[config.mk]
export PLATFORM = sky130hd
export DESIGN_NAME = id_stage
export DESIGN_NICKNAME = d
export VERILOG_FILES = /design/src/common/la_decode_pkg.sv /design/src/decode/ctrl_gen.sv /design/src/decode/imm_gen.sv /design/src/decode/inst_identify.sv /design/src/source/id_stage.sv /design/src/source/pipe_reg.sv
export SDC_FILE = /design/constraint.sdc
export NUM_CORES = 1
export LEC_CHECK = 0
export BUFFER_PORTS_ARGS = -buffer_cell sky130_fd_sc_hd__buf_2
export CAP_MARGIN = 15
export CORE_MARGIN = 10
export CORE_UTILIZATION = 40
export CTS_CLUSTER_SIZE = 12
export DETAILED_ROUTE_END_ITERATION = 8
export GPL_TIMING_DRIVEN = 1
export PLACE_DENSITY = 0.64
export SYNTH_ARGS = -nofsm -noshare
export SYNTH_HDL_FRONTEND = slang
export SYNTH_HIERARCHICAL = 1
export SYNTH_SLANG_ARGS = --single-unit
[constraint.sdc]
create_clock -name i_clk -period 4.75 [get_ports i_clk]
set_input_delay 0.475 -clock i_clk [delete_from_list [all_inputs] [get_ports i_clk]]
set_output_delay 0.475 -clock i_clk [all_outputs]
set_load 0.1 [all_outputs]
[src/common/la_decode_pkg.sv]
`default_nettype none

package la_decode_pkg;

  localparam int unsigned XLEN      = 32;
  localparam int unsigned REG_AW    = 5;
  localparam int unsigned CSR_NUM_W = 14;

  //////////////////////////////////////////////////////////////////////
  // instruction kinds handed from identification to control
  //////////////////////////////////////////////////////////////////////
  typedef enum logic [5:0] {
    INST_INVALID,
    // register-register alu
    INST_ADD_W, INST_SUB_W, INST_SLT, INST_SLTU, INST_NOR,
    INST_AND, INST_OR, INST_XOR, INST_SLL_W, INST_SRL_W, INST_SRA_W,
    // immediate forms
    INST_SLLI_W, INST_SRLI_W, INST_SRAI_W,
    INST_ADDI_W, INST_SLTI, INST_SLTUI, INST_ANDI, INST_ORI, INST_XORI,
    INST_LU12I_W, INST_PCADDU12I,
    // memory
    INST_LD_B, INST_LD_H, INST_LD_W, INST_LD_BU, INST_LD_HU,
    INST_ST_B, INST_ST_H, INST_ST_W,
    // control flow
    INST_JIRL, INST_B, INST_BL,
    INST_BEQ, INST_BNE, INST_BLT, INST_BGE, INST_BLTU, INST_BGEU,
    // csr and privileged
    INST_CSRRD, INST_CSRWR, INST_CSRXCHG,
    INST_SYSCALL, INST_BREAK, INST_ERTN
  } inst_kind_e;

  // gaps in the numbering are retired ops
  typedef enum logic [4:0] {
    ALU_NOP  = 5'd0,
    ALU_LUI  = 5'd1,
    ALU_ADD  = 5'd3,
    ALU_SUB  = 5'd4,
    ALU_BNE  = 5'd5,
    ALU_BLT  = 5'd6,
    ALU_BGE  = 5'd7,
    ALU_BLTU = 5'd8,
    ALU_BGEU = 5'd9,
    ALU_SLT  = 5'd10,
    ALU_SLTU = 5'd11,
    ALU_XOR  = 5'd12,
    ALU_OR   = 5'd13,
    ALU_AND  = 5'd14,
    ALU_SLL  = 5'd15,
    ALU_SRL  = 5'd16,
    ALU_SRA  = 5'd17,
    ALU_NOR  = 5'd18,
    ALU_BEQ  = 5'd19,
    ALU_CSR  = 5'd27
  } alu_op_e;

  typedef enum logic [4:0] {
    NPC_PLUS4  = 5'd0,
    NPC_BRANCH = 5'd1,
    NPC_B_BL   = 5'd6,
    NPC_ERTN   = 5'd8,
    NPC_JIRL   = 5'd24
  } npc_op_e;

  typedef enum logic [1:0] {
    WD_ALU = 2'd0,
    WD_MEM = 2'd1,
    WD_PC  = 2'd2  // link address
  } wd_sel_e;

  typedef enum logic [2:0] {
    DM_WORD   = 3'd0,
    DM_HALF   = 3'd1,
    DM_HALF_U = 3'd2,
    DM_BYTE   = 3'd3,
    DM_BYTE_U = 3'd4
  } dm_type_e;

  //////////////////////////////////////////////////////////////////////
  // packets
  //////////////////////////////////////////////////////////////////////
  typedef struct packed {
    logic [XLEN-1:0] pc;
    logic [XLEN-1:0] inst;
  } fetch_pkt_t;

  typedef struct packed {
    logic     reg_write;
    logic     mem_write;
    logic     mem_read;
    logic     src1_is_pc;
    logic     src2_is_imm;
    wd_sel_e  wd_sel;
    alu_op_e  alu_op;
    npc_op_e  npc_op;
    dm_type_e dm_type;
  } ctrl_t;

  typedef struct packed {
    logic [CSR_NUM_W-1:0] csr_num;
    logic                 csr_write;
    logic                 csr_mask_en;  // csrxchg writes under rj mask
  } csr_t;

  typedef struct packed {
    logic ine;
    logic sys;
    logic brk;
    logic ertn;
  } excp_t;

  typedef struct packed {
    logic [XLEN-1:0]   pc;
    ctrl_t             ctrl;
    logic [REG_AW-1:0] rd;
    logic [REG_AW-1:0] rs1;
    logic [REG_AW-1:0] rs2;
    logic [XLEN-1:0]   imm4alu;
    logic [XLEN-1:0]   imm4pc;
    csr_t              csr;
    excp_t             excp;
  } dec_pkt_t;

endpackage

`default_nettype wire

[src/decode/ctrl_gen.sv]
`timescale 1ns/10ps
`default_nettype none

module ctrl_gen import la_decode_pkg::*; (
  input  logic [XLEN-1:0]   i_inst,
  input  inst_kind_e        i_kind,
  output ctrl_t             o_ctrl,
  output logic [REG_AW-1:0] o_rd,
  output logic [REG_AW-1:0] o_rs1,
  output logic [REG_AW-1:0] o_rs2,
  output csr_t              o_csr,
  output excp_t             o_excp
);

  logic is_load, is_store, is_cond_br, src_reg_is_rd;

  assign is_load    = i_kind inside {INST_LD_B, INST_LD_H, INST_LD_W, INST_LD_BU, INST_LD_HU};
  assign is_store   = i_kind inside {INST_ST_B, INST_ST_H, INST_ST_W};
  assign is_cond_br = i_kind inside {INST_BEQ, INST_BNE, INST_BLT,
                                     INST_BGE, INST_BLTU, INST_BGEU};
  // second read port takes rd when rd is a source
  assign src_reg_is_rd = is_cond_br | is_store | (i_kind inside {INST_CSRWR, INST_CSRXCHG});

  ////////////////////////////////////////////////////////////////////////
  // control bundle
  ////////////////////////////////////////////////////////////////////////
  always_comb begin
    o_ctrl.reg_write   = ~(is_store | is_cond_br | (i_kind == INST_B));
    o_ctrl.mem_write   = is_store;
    o_ctrl.mem_read    = is_load;
    o_ctrl.src1_is_pc  = i_kind inside {INST_JIRL, INST_BL, INST_PCADDU12I};
    o_ctrl.src2_is_imm = is_load | is_store |
                         (i_kind inside {INST_SLLI_W, INST_SRLI_W, INST_SRAI_W, INST_ADDI_W,
                                         INST_SLTI, INST_SLTUI, INST_ANDI, INST_ORI,
                                         INST_XORI, INST_LU12I_W, INST_PCADDU12I,
                                         INST_JIRL, INST_BL});
    o_ctrl.wd_sel = is_load                                ? WD_MEM :
                    (i_kind inside {INST_JIRL, INST_BL})   ? WD_PC  :
                                                             WD_ALU;

    case (i_kind)
      INST_ADD_W, INST_ADDI_W, INST_PCADDU12I,
      INST_JIRL, INST_B, INST_BL,
      INST_LD_B, INST_LD_H, INST_LD_W, INST_LD_BU, INST_LD_HU,
      INST_ST_B, INST_ST_H, INST_ST_W:        o_ctrl.alu_op = ALU_ADD;  // address or link
      INST_SUB_W:                             o_ctrl.alu_op = ALU_SUB;
      INST_SLT, INST_SLTI:                    o_ctrl.alu_op = ALU_SLT;
      INST_SLTU, INST_SLTUI:                  o_ctrl.alu_op = ALU_SLTU;
      INST_NOR:                               o_ctrl.alu_op = ALU_NOR;
      INST_AND, INST_ANDI:                    o_ctrl.alu_op = ALU_AND;
      INST_OR, INST_ORI:                      o_ctrl.alu_op = ALU_OR;
      INST_XOR, INST_XORI:                    o_ctrl.alu_op = ALU_XOR;
      INST_SLL_W, INST_SLLI_W:                o_ctrl.alu_op = ALU_SLL;
      INST_SRL_W, INST_SRLI_W:                o_ctrl.alu_op = ALU_SRL;
      INST_SRA_W, INST_SRAI_W:                o_ctrl.alu_op = ALU_SRA;
      INST_LU12I_W:                           o_ctrl.alu_op = ALU_LUI;
      INST_BEQ:                               o_ctrl.alu_op = ALU_BEQ;
      INST_BNE:                               o_ctrl.alu_op = ALU_BNE;
      INST_BLT:                               o_ctrl.alu_op = ALU_BLT;
      INST_BGE:                               o_ctrl.alu_op = ALU_BGE;
      INST_BLTU:                              o_ctrl.alu_op = ALU_BLTU;
      INST_BGEU:                              o_ctrl.alu_op = ALU_BGEU;
      INST_CSRRD, INST_CSRWR, INST_CSRXCHG:   o_ctrl.alu_op = ALU_CSR;
      default:                                o_ctrl.alu_op = ALU_NOP;
    endcase

    o_ctrl.npc_op = is_cond_br                         ? NPC_BRANCH :
                    (i_kind inside {INST_B, INST_BL})  ? NPC_B_BL   :
                    (i_kind == INST_JIRL)              ? NPC_JIRL   :
                    (i_kind == INST_ERTN)              ? NPC_ERTN   :
                                                         NPC_PLUS4;

    case (i_kind)
      INST_LD_B, INST_ST_B: o_ctrl.dm_type = DM_BYTE;
      INST_LD_H, INST_ST_H: o_ctrl.dm_type = DM_HALF;
      INST_LD_HU:           o_ctrl.dm_type = DM_HALF_U;
      INST_LD_BU:           o_ctrl.dm_type = DM_BYTE_U;
      default:              o_ctrl.dm_type = DM_WORD;
    endcase
  end

  // register addresses
  assign o_rd  = (i_kind == INST_BL) ? REG_AW'(1) : i_inst[4:0];  // bl links into r1
  assign o_rs1 = i_inst[9:5];
  assign o_rs2 = src_reg_is_rd ? i_inst[4:0] : i_inst[14:10];

  assign o_csr = '{csr_num:     i_inst[23:10],
                   csr_write:   i_kind inside {INST_CSRWR, INST_CSRXCHG},
                   csr_mask_en: i_kind == INST_CSRXCHG};

  assign o_excp = '{ine:  i_kind == INST_INVALID,
                    sys:  i_kind == INST_SYSCALL,
                    brk:  i_kind == INST_BREAK,
                    ertn: i_kind == INST_ERTN};

endmodule

`default_nettype wire

[src/decode/imm_gen.sv]
`timescale 1ns/10ps
`default_nettype none

module imm_gen import la_decode_pkg::*; (
  input  logic [XLEN-1:0] i_inst,
  input  inst_kind_e      i_kind,
  output logic [XLEN-1:0] o_imm4alu,
  output logic [XLEN-1:0] o_imm4pc
);

  logic [4:0]      ui5;
  logic [11:0]     i12;
  logic [15:0]     i16;
  logic [19:0]     i20;
  logic [25:0]     i26;
  logic [XLEN-1:0] offs16;
  logic [XLEN-1:0] offs26;
  logic need_ui5, need_ui12, need_si16, need_si20, need_si26, src2_is_4;

  assign ui5 = i_inst[14:10];
  assign i12 = i_inst[21:10];
  assign i16 = i_inst[25:10];
  assign i20 = i_inst[24:5];
  assign i26 = {i_inst[9:0], i_inst[25:10]};  // offs[25:16] sits low in the word

  // word offsets, scaled by 4
  assign offs16 = {{(XLEN-18){i16[15]}}, i16, 2'b00};
  assign offs26 = {{(XLEN-28){i26[25]}}, i26, 2'b00};

  assign need_ui5  = i_kind inside {INST_SLLI_W, INST_SRLI_W, INST_SRAI_W};
  assign need_ui12 = i_kind inside {INST_ANDI, INST_ORI, INST_XORI};
  assign need_si16 = i_kind inside {INST_JIRL, INST_BEQ, INST_BNE, INST_BLT,
                                    INST_BGE, INST_BLTU, INST_BGEU};
  assign need_si20 = i_kind inside {INST_LU12I_W, INST_PCADDU12I};
  assign need_si26 = i_kind inside {INST_B, INST_BL};
  assign src2_is_4 = i_kind inside {INST_JIRL, INST_BL};  // link = pc + 4

  assign o_imm4alu = src2_is_4 ? XLEN'(4)                          :
                     need_si20 ? {i20, {(XLEN-20){1'b0}}}          :
                     need_si16 ? offs16                            :
                     need_si26 ? offs26                            :
                     need_ui5  ? {{(XLEN-5){1'b0}}, ui5}           :
                     need_ui12 ? {{(XLEN-12){1'b0}}, i12}          :
                                 {{(XLEN-12){i12[11]}}, i12};      // si12

  assign o_imm4pc = need_si26 ? offs26 :
                    need_si16 ? offs16 :
                                '0;

endmodule

`default_nettype wire

[src/decode/inst_identify.sv]
`timescale 1ns/10ps
`default_nettype none

module inst_identify import la_decode_pkg::*; (
  input  logic [XLEN-1:0] i_inst,
  output inst_kind_e      o_kind
);

  logic [5:0] op_31_26;
  logic [3:0] op_25_22;
  logic [1:0] op_21_20;
  logic [4:0] op_19_15;
  logic [4:0] rj;

  assign op_31_26 = i_inst[31:26];
  assign op_25_22 = i_inst[25:22];
  assign op_21_20 = i_inst[21:20];
  assign op_19_15 = i_inst[19:15];
  assign rj       = i_inst[9:5];

  always_comb begin
    o_kind = INST_INVALID;  // anything unmatched raises ine later
    case (op_31_26)
      6'h00: begin
        case (op_25_22)
          4'h0: begin
            if (op_21_20 == 2'h1) begin
              case (op_19_15)
                5'h00: o_kind = INST_ADD_W;
                5'h02: o_kind = INST_SUB_W;
                5'h04: o_kind = INST_SLT;
                5'h05: o_kind = INST_SLTU;
                5'h08: o_kind = INST_NOR;
                5'h09: o_kind = INST_AND;
                5'h0a: o_kind = INST_OR;
                5'h0b: o_kind = INST_XOR;
                5'h0e: o_kind = INST_SLL_W;
                5'h0f: o_kind = INST_SRL_W;
                5'h10: o_kind = INST_SRA_W;
                default: ;
              endcase
            end else if (op_21_20 == 2'h2) begin
              if (op_19_15 == 5'h14) o_kind = INST_BREAK;
              if (op_19_15 == 5'h16) o_kind = INST_SYSCALL;
            end
          end
          4'h1: begin
            if (op_21_20 == 2'h0) begin
              case (op_19_15)
                5'h01: o_kind = INST_SLLI_W;
                5'h09: o_kind = INST_SRLI_W;
                5'h11: o_kind = INST_SRAI_W;
                default: ;
              endcase
            end
          end
          4'h8: o_kind = INST_SLTI;
          4'h9: o_kind = INST_SLTUI;
          4'ha: o_kind = INST_ADDI_W;
          4'hd: o_kind = INST_ANDI;
          4'he: o_kind = INST_ORI;
          4'hf: o_kind = INST_XORI;
          default: ;
        endcase
      end
      6'h01: begin
        if (i_inst[25:24] == 2'b00) begin  // csr group where rj picks the op
          if (rj == 5'd0)      o_kind = INST_CSRRD;
          else if (rj == 5'd1) o_kind = INST_CSRWR;
          else                 o_kind = INST_CSRXCHG;
        end else if (op_25_22 == 4'h9 && op_21_20 == 2'h0 && op_19_15 == 5'h10
                     && i_inst[14:10] == 5'h0e) begin
          o_kind = INST_ERTN;
        end
      end
      6'h05: if (!i_inst[25]) o_kind = INST_LU12I_W;
      6'h07: if (!i_inst[25]) o_kind = INST_PCADDU12I;
      6'h0a: begin
        case (op_25_22)
          4'h0: o_kind = INST_LD_B;
          4'h1: o_kind = INST_LD_H;
          4'h2: o_kind = INST_LD_W;
          4'h4: o_kind = INST_ST_B;
          4'h5: o_kind = INST_ST_H;
          4'h6: o_kind = INST_ST_W;
          4'h8: o_kind = INST_LD_BU;
          4'h9: o_kind = INST_LD_HU;
          default: ;
        endcase
      end
      6'h13: o_kind = INST_JIRL;
      6'h14: o_kind = INST_B;
      6'h15: o_kind = INST_BL;
      6'h16: o_kind = INST_BEQ;
      6'h17: o_kind = INST_BNE;
      6'h18: o_kind = INST_BLT;
      6'h19: o_kind = INST_BGE;
      6'h1a: o_kind = INST_BLTU;
      6'h1b: o_kind = INST_BGEU;
      default: ;
    endcase
  end

endmodule

`default_nettype wire

[src/source/id_stage.sv]
`timescale 1ns/10ps
`default_nettype none

module id_stage import la_decode_pkg::*; (
  input  logic       i_clk,
  input  logic       i_rst_n,
  input  fetch_pkt_t i_fetch,
  input  logic       i_fetch_valid,
  input  logic       i_dec_ready,
  output logic       o_fetch_ready,
  output dec_pkt_t   o_dec,
  output logic       o_dec_valid
);

  fetch_pkt_t        fetch_q;
  logic              fetch_q_valid;
  logic              dec_in_ready;   // back-pressure from output register
  inst_kind_e        kind;
  ctrl_t             ctrl;
  logic [REG_AW-1:0] rd, rs1, rs2;
  logic [XLEN-1:0]   imm4alu, imm4pc;
  csr_t              csr;
  excp_t             excp;
  dec_pkt_t          dec_d;

  pipe_reg #(.payload_t(fetch_pkt_t)) u_fetch_reg (
    .i_clk, .i_rst_n,
    .i_valid (i_fetch_valid), .i_data (i_fetch), .i_ready (dec_in_ready),
    .o_ready (o_fetch_ready), .o_valid (fetch_q_valid), .o_data (fetch_q)
  );

  ////////////////////////////////////////////////////////////////////////
  // combinational decode between the two registers
  ////////////////////////////////////////////////////////////////////////
  inst_identify u_identify (.i_inst (fetch_q.inst), .o_kind (kind));

  imm_gen u_imm (
    .i_inst (fetch_q.inst), .i_kind (kind), .o_imm4alu (imm4alu), .o_imm4pc (imm4pc)
  );

  ctrl_gen u_ctrl (
    .i_inst (fetch_q.inst), .i_kind (kind), .o_ctrl (ctrl),
    .o_rd (rd), .o_rs1 (rs1), .o_rs2 (rs2), .o_csr (csr), .o_excp (excp)
  );

  assign dec_d = '{pc: fetch_q.pc, ctrl: ctrl, rd: rd, rs1: rs1, rs2: rs2,
                   imm4alu: imm4alu, imm4pc: imm4pc, csr: csr, excp: excp};

  pipe_reg #(.payload_t(dec_pkt_t)) u_dec_reg (
    .i_clk, .i_rst_n,
    .i_valid (fetch_q_valid), .i_data (dec_d), .i_ready (i_dec_ready),
    .o_ready (dec_in_ready), .o_valid (o_dec_valid), .o_data (o_dec)
  );

endmodule

`default_nettype wire

[src/source/pipe_reg.sv]
`timescale 1ns/10ps
`default_nettype none

module pipe_reg #(
  parameter type payload_t = logic
) (
  input  logic     i_clk,
  input  logic     i_rst_n,
  input  logic     i_valid,
  input  payload_t i_data,
  input  logic     i_ready,
  output logic     o_ready,
  output logic     o_valid,
  output payload_t o_data
);

  logic     valid_q;
  payload_t data_q;
  logic     load;

  // free slot or the held item leaves this edge
  assign o_ready = ~valid_q | i_ready;
  assign load    = i_valid & o_ready;

  always_ff @(posedge i_clk or negedge i_rst_n) begin
    if (!i_rst_n) begin
      valid_q <= 1'b0;
    end else if (o_ready) begin
      valid_q <= i_valid;  // refill or drain
    end
  end

  always_ff @(posedge i_clk) begin
    if (load) begin
      data_q <= i_data;
    end
  end

  assign o_valid = valid_q;
  assign o_data  = data_q;

endmodule

`default_nettype wire

* Word-level counts from Yosys, hierarchy flattened
Memories as Yosys holds them, arrays and structs flattened. A register that Yosys moved wholly into a read port is not among the register bits.
Index checks and enable logic that the tools add are counted.
** Storage, ports and cells
- Logic and storage cells :: 173
- Bits in read-only memories :: 320
- Output and inout port bits :: 153
- Memories kept :: 1
- Register bits :: 212
- Input bits :: 68
** Cells by class
- Bitwise logic cells :: 12
- Reductions and logical operators :: 27
- Mux-type cells :: 29
- Equal/unequal tests :: 75
** Memory list
- (no name shown) :: depth 64, width 5, read ports 1, clocked after Yosys merged registers in 1, write ports 0, line ctrl_gen.sv:41 : case (i_kind)
** Operators with widths (count)
- $mux W32 :: 7
- $eq A6 B5 Y1 const B :: 25
- $pmux W6 S14 :: 1
- $eq A6 B6 Y1 const B :: 13
- $mux W6 :: 8
- $pmux W6 S8 :: 1
- $pmux W4 S11 :: 1
- $pmux W5 S8 :: 1
- $eq A5 B4 Y1 const B :: 7
- $eq A6 B4 Y1 const B :: 5
- $eq A4 B4 Y1 const B :: 6
- $eq A5 B5 Y1 const B :: 4
- $mux W5 :: 4
- $reduce_bool A13 Y1 :: 1
- $eq A4 B3 Y1 const B :: 3
- $eq A6 B3 Y1 const B :: 2
- $logic_not A6 Y1 :: 2
- $pmux W3 S4 :: 1
- $pmux W4 S3 :: 1
- $reduce_bool A3 Y1 :: 4
- $eq A5 B1 Y1 const B :: 2
- $eq A5 B3 Y1 const B :: 2
- $logic_not A5 Y1 :: 2
- $reduce_bool A2 Y1 :: 4
- other kinds (20) :: 36

* Longest topological paths before layout
- Depth after elaboration :: 14
- Gate-level depth with buffers :: 13
- Gate-level depth less buffers :: 11

* Modules after synthesis
Netlist, hierarchy kept.
** By module, submodules not included
- pipe_reg (u_dec_reg) :: area each 4588.2 sq um, cells an instance 155, times used 1, sequential area each 4559.4 sq um
- pipe_reg (u_fetch_reg) :: area each 1975.6 sq um, cells an instance 68, times used 1, sequential area each 1946.9 sq um
- ctrl_gen :: area each 1022.2 sq um, cells an instance 146, times used 1, sequential area each 0.0 sq um
- imm_gen :: area each 892.1 sq um, cells an instance 156, times used 1, sequential area each 0.0 sq um
- inst_identify :: area each 764.5 sq um, cells an instance 121, times used 1, sequential area each 0.0 sq um

* Least setup slack after synthesis
No wires, ideal clock.
- Kind :: reg-to-reg
- Start point :: register u_fetch_reg.data_q (netlist bit u_fetch_reg/o_data[18])
- End point :: register u_dec_reg.data_q (netlist bit u_dec_reg/o_data[84]) (data pin)
- Path buffers :: 1
- Library setup time :: 0.260 ns
- Stages on the path, launching flop included :: 13
- Clock period less this slack :: 3.501 ns
- Arrival :: 3.241 ns
- Required time :: 4.490 ns
- Path slack :: 1.249 ns
- Path through :: edfxtp_1 > and2b_4 > and2b_1 > a211oi_1 > o311a_1 > o31ai_2 > inv_2 > ha_1 > buf_4 > o21ai_1 > a21oi_2 > a211oi_4 > mux2_4
** Between the ends
- Elaborated cells on any way between the ends :: 45
- Those cells by class :: eq/ne: 25; mux: 12; bitwise: 2; reduce/logical: 6
** RTL lines
- from (decl) :: line pipe_reg.sv:18 : payload_t data_q;
- from (signal assigned) :: line pipe_reg.sv:35 : data_q <= i_data;
- parallel branches: the longest is 4 deep, another holds $pmux W4 S11
- $pmux W6 S8 (*) :: line inst_identify.sv:25 : case (op_25_22)
- $pmux W6 S14 (*) :: line inst_identify.sv:23 : case (op_31_26)
- via kind[1] :: line id_stage.sv:18 : inst_kind_e kind;
- $eq A6 B6 Y1 or $eq A6 B5 Y1 (tied branches) :: line ctrl_gen.sv:19, ctrl_gen.sv:18
- $reduce_bool A6 Y1 or $reduce_bool A3 Y1 (tied branches) :: line ctrl_gen.sv:19, ctrl_gen.sv:18
- $or A1 B1 Y1 :: line ctrl_gen.sv:22 : assign src_reg_is_rd = is_cond_br | is_store | (i_kind inside {INST_CSRWR, INST_CSRXCHG});
- $or A1 B1 Y1 (*) :: line ctrl_gen.sv:22
- $mux W5 (*) :: line ctrl_gen.sv:85 : assign o_rs2 = src_reg_is_rd ? i_inst[4:0] : i_inst[14:10];
- via rs2[0] :: line id_stage.sv:20 : logic [REG_AW-1:0] rd, rs1, rs2;
- to (signal assigned) :: line pipe_reg.sv:35
- to (decl) :: line pipe_reg.sv:18
Mark *: on every way through the listed nets, which the timed path passes.
A chain may end at the register's enable or synchronous reset.

* Worst setup path in the final report
- Start point :: register u_fetch_reg.data_q (netlist bit u_fetch_reg/o_data[21])
- End point :: register u_dec_reg.data_q (netlist bit u_dec_reg/o_data[88]) (data pin)
** Between the ends
- Word-level cells in the longest chain between the ends :: 12
- Elaborated cells on any way between the ends :: 30
- Those cells by class :: eq/ne: 13; mux: 8; bitwise: 2; reduce/logical: 7
** Ends and longest elaborated chain (line)
- parallel branches: the longest is 6 deep, another holds $pmux W6 S8
- $pmux W6 S14 (*) :: inst_identify.sv:23
- via kind[0] :: id_stage.sv:18
- $eq A6 B6 Y1 or $eq A6 B5 Y1 (tied branches) :: ctrl_gen.sv:19, ctrl_gen.sv:18
- $reduce_bool A6 Y1 or $reduce_bool A3 Y1 (tied branches) :: ctrl_gen.sv:19, ctrl_gen.sv:18
- $or A1 B1 Y1 :: ctrl_gen.sv:22
- $or A1 B1 Y1 (*) :: ctrl_gen.sv:22
- $mux W5 (*) :: ctrl_gen.sv:85
- via rs2[4] :: id_stage.sv:20
Marked as above.

==> flow_metrics.tcl <==
set metrics [dict create \
    synth_edf_count 215 \
    synthTopCellsByArea "edfxtp_1, buf_4, a21oi_1" \
    drcViolationCount 0 \
    whs_ns 0.125 \
    post_cts_buffers 0 \
    status "finished, final reports clean" \
    synth_top_area_share_pct 69.9 \
    antenna_found_initial 2 \
    synth.most_common_cell "edfxtp_1" \
    mappedNetlistArea_mm2 0.00924 \
    die_w_um 172 \
    place.gp.congestion 0.875 \
    syn_inst 646 \
    ys_async_sr_fraction_pct 0.922 \
    setup_viol 0 \
    cts-root-buf "clkbuf_16" \
    yosys.area.top_type "edfxtp_1" \
    seq_area_frac_synth_pct 70.4 \
    cts_resized 0 \
    start_util_pct 40.7 \
    fin_skew_ns 0.0198 \
    syn2layout_area_growth_pct 20.6 \
    rr_startpoint "u_fetch_reg/o_data[21]$_DFFE_PP_" \
    p_leak_nw 4.36 \
    period_minus_slack_ns 3.97 \
    yosys_warnings 6 \
    r2r-end "u_dec_reg/o_data[88]$_DFFE_PP_" \
    wl_per_cell_um 20.0 \
    yosys.area_share.simple_pct 13.1 \
    slew_viol_final 0 \
    routed_wl_mm 23.0 \
    rows 55 \
    clk_path_buf_depth 3 \
    dieArea_mm2 0.0296 \
    nets 925 \
    rrSetupSlack_ns 0.78 \
    place_inst 1111 \
    synth_top_family_by_area "simple AND/OR/NAND/NOR gates" \
    crit_start "u_fetch_reg/o_data[21]$_DFFE_PP_" \
    hold_viol 0 \
    ys_ff_latch 217 \
    via_per_inst 5.10 \
    cts_sinks 217 \
    slew_headroom_pct 37.2 \
    final_util_pct 49.1 \
    worstSetupPathType "reg -> reg" \
    core_mm2 0.0227 \
    grt_overflow 0 \
    final.setup.tns_ns 0 \
    dr.pass1.iters 5 \
    startpoint_type "flop" \
    io_buffers 220 \
    postCtsHoldBufs 1 \
    r2r_cells 12 \
    arrival_ns 4.22 \
    clock.fmax_ghz 0.252 \
    hold_class "in -> reg" \
    numCtsBuffers 23 \
    p_total_mw 5.10 \
    rsz0062_at_grt "false" \
    grt_pass1_vias 5999 \
    htreeDepth 1 \
    cts_tree "done" \
    layout-drive-gt1-share_pct 34.0 \
    postRouteAntennaNets 0 \
    post-route-period-util_pct 83.5 \
    track_usage_pct 14.9 \
    clk_pin_slew_worst_paths_ns 0.06 \
    tightestPinTransition_ns 0.942 \
    maxCapViolCount 0 \
    yosys.area_share.xor_xnor_pct 0.284 \
    fp.dieH_um 172 \
    irDropWorstVdd_mv 0.325 \
    cp_max_fo 14 \
    p_per_area_mw_per_mm2 457 \
    setup.worst_path.end "u_dec_reg/o_data[88]$_DFFE_PP_" \
    drtIter0Drc 416 \
    end_kind "flop" \
    grt_pass1_wl_mm 34.6 \
    synth_mux_area_share_pct 0.934 \
    final_cells 1149 \
    avgSynthCellArea_um2 14.3 \
    synth_cell_types 74 \
    clock_latency_ns 0.52 \
    grt_max_degree 152 \
    synth_ff_type "edfxtp_1" \
    crit_required_ns 5.01 \
    yosys-top-cells-count "edfxtp_1, nand2_1, a21oi_1" \
    io_pins 221 \
    dp_hpwl_mm 16.5 \
    synth-compound-area-share_pct 9.48 \
    vias 5860 \
    synthAdderAreaFrac_pct 0.907 \
]
## registers in the layout (all words and copies together) (netlist names)
signal               count
u_fetch_reg/o_valid      1
u_dec_reg/o_valid        1
u_dec_reg/o_data       151
u_fetch_reg/o_data      64
## routing by layer
metal	track usage (%)	up-vias	wire (um)
li1	-	2810	-
met2	23.7	256	10500
met5	0	-	10
met3	6.91	32	2770
met4	3.45	2	483
met1	18.0	2760	9270
## area by class of cell
class | count | area, um^2
Sequential cell | 217 | 6510
Fill cell | 2027 | 11600
Clock inverter | 6 | 70.1
Multi-Input combinational cell | 357 | 2310
Clock buffer | 30 | 602
Timing Repair Buffer | 237 | 1240
Inverter | 16 | 60.1
Tap cell | 285 | 357
Antenna cell | 1 | 2.50
## placed cells by master, fill, tap and decap left out, types with 3 or more instances in the layout
cell,netlist,final
o21ai_0,12,12
clkinv_2,0,4
or3_1,7,7
nand4_1,4,4
nand3b_1,4,4
mux2_4,5,5
and2_1,27,27
ha_1,5,5
and2b_1,3,3
a211oi_1,9,9
nor2_1,34,34
clkbuf_1,4,7
inv_1,15,15
clkbuf_16,0,23
a31oi_1,4,4
nand4b_1,3,3
nor3_1,11,11
o211ai_1,4,4
nand2b_1,11,11
nor2b_1,16,16
nor3b_1,13,13
buf_2,15,220
buf_4,31,15
o32ai_1,3,3
and3_1,7,7
o21ai_1,12,12
a21o_1,3,3
edfxtp_1,215,215
o22ai_1,5,5
nand2_1,49,49
a21oi_1,40,40
nand3_1,6,6
o221a_1,5,5
## cells by family (layout without fill, tap and decap cells)
logic type                 Yosys count  count (layout)
AOI/OAI and AO/OA                  125             125
DFF                                217             217
muxes                                6               6
xor gates and xnor gates             3               3
other                                1               3
and+or+nand+nor                    214             214
buffers and inverters               73             289
adders and majority gates            7               7
## stage by stage
stage,instance area (um^2),setup WS [ns]
6_report,11100,0.784
5_1_grt,11100,0.473
4_1_cts,11100,0.808
3_5_place_dp,10500,0.832
3_3_place_gp,10500,0.941
2_1_floorplan,9250,1.25
## worst max-delay path, stage by stage, from the launching register on
cell and delay, ns:
edfxtp_1 0.54, nor4b_1 0.50, nand4_1 0.21, o32ai_1 0.28, a21oi_1 0.11, o211ai_1 0.10, buf_4 0.23, inv_1 0.13
ha_1 0.38, nor2_1 0.22, a21oi_2 0.11, a211oi_4 0.53, mux2_4 0.35
## report_power, final
| group | leakage, nW | switching [mW] | internal [mW] |
|---|---|---|---|
| registers | 2.11 | 0.0679 | 2.29 |
| logic | 1.91 | 0.950 | 0.163 |
| clock network | 0.331 | 0.688 | 0.943 |
| total | 4.36 | 1.71 | 3.39 |
## worst min path at each step
stage                     slack [ns]                          endpoint  cells past startpoint         from
after floorplan                 0.18     u_dec_reg/o_valid$_DFFE_PN0P_                      0      i_rst_n
after global placement          0.26   u_fetch_reg/o_valid$_DFFE_PN0P_                      1      i_rst_n
after detailed placement        0.26   u_fetch_reg/o_valid$_DFFE_PN0P_                      1      i_rst_n
after CTS                       0.11  u_fetch_reg/o_data[32]$_DFFE_PP_                      1  i_fetch[32]
after global routing            0.11  u_fetch_reg/o_data[32]$_DFFE_PP_                      1  i_fetch[32]
final                           0.13  u_fetch_reg/o_data[32]$_DFFE_PP_                      1  i_fetch[32]
Power figures use the tool's default switching activity.
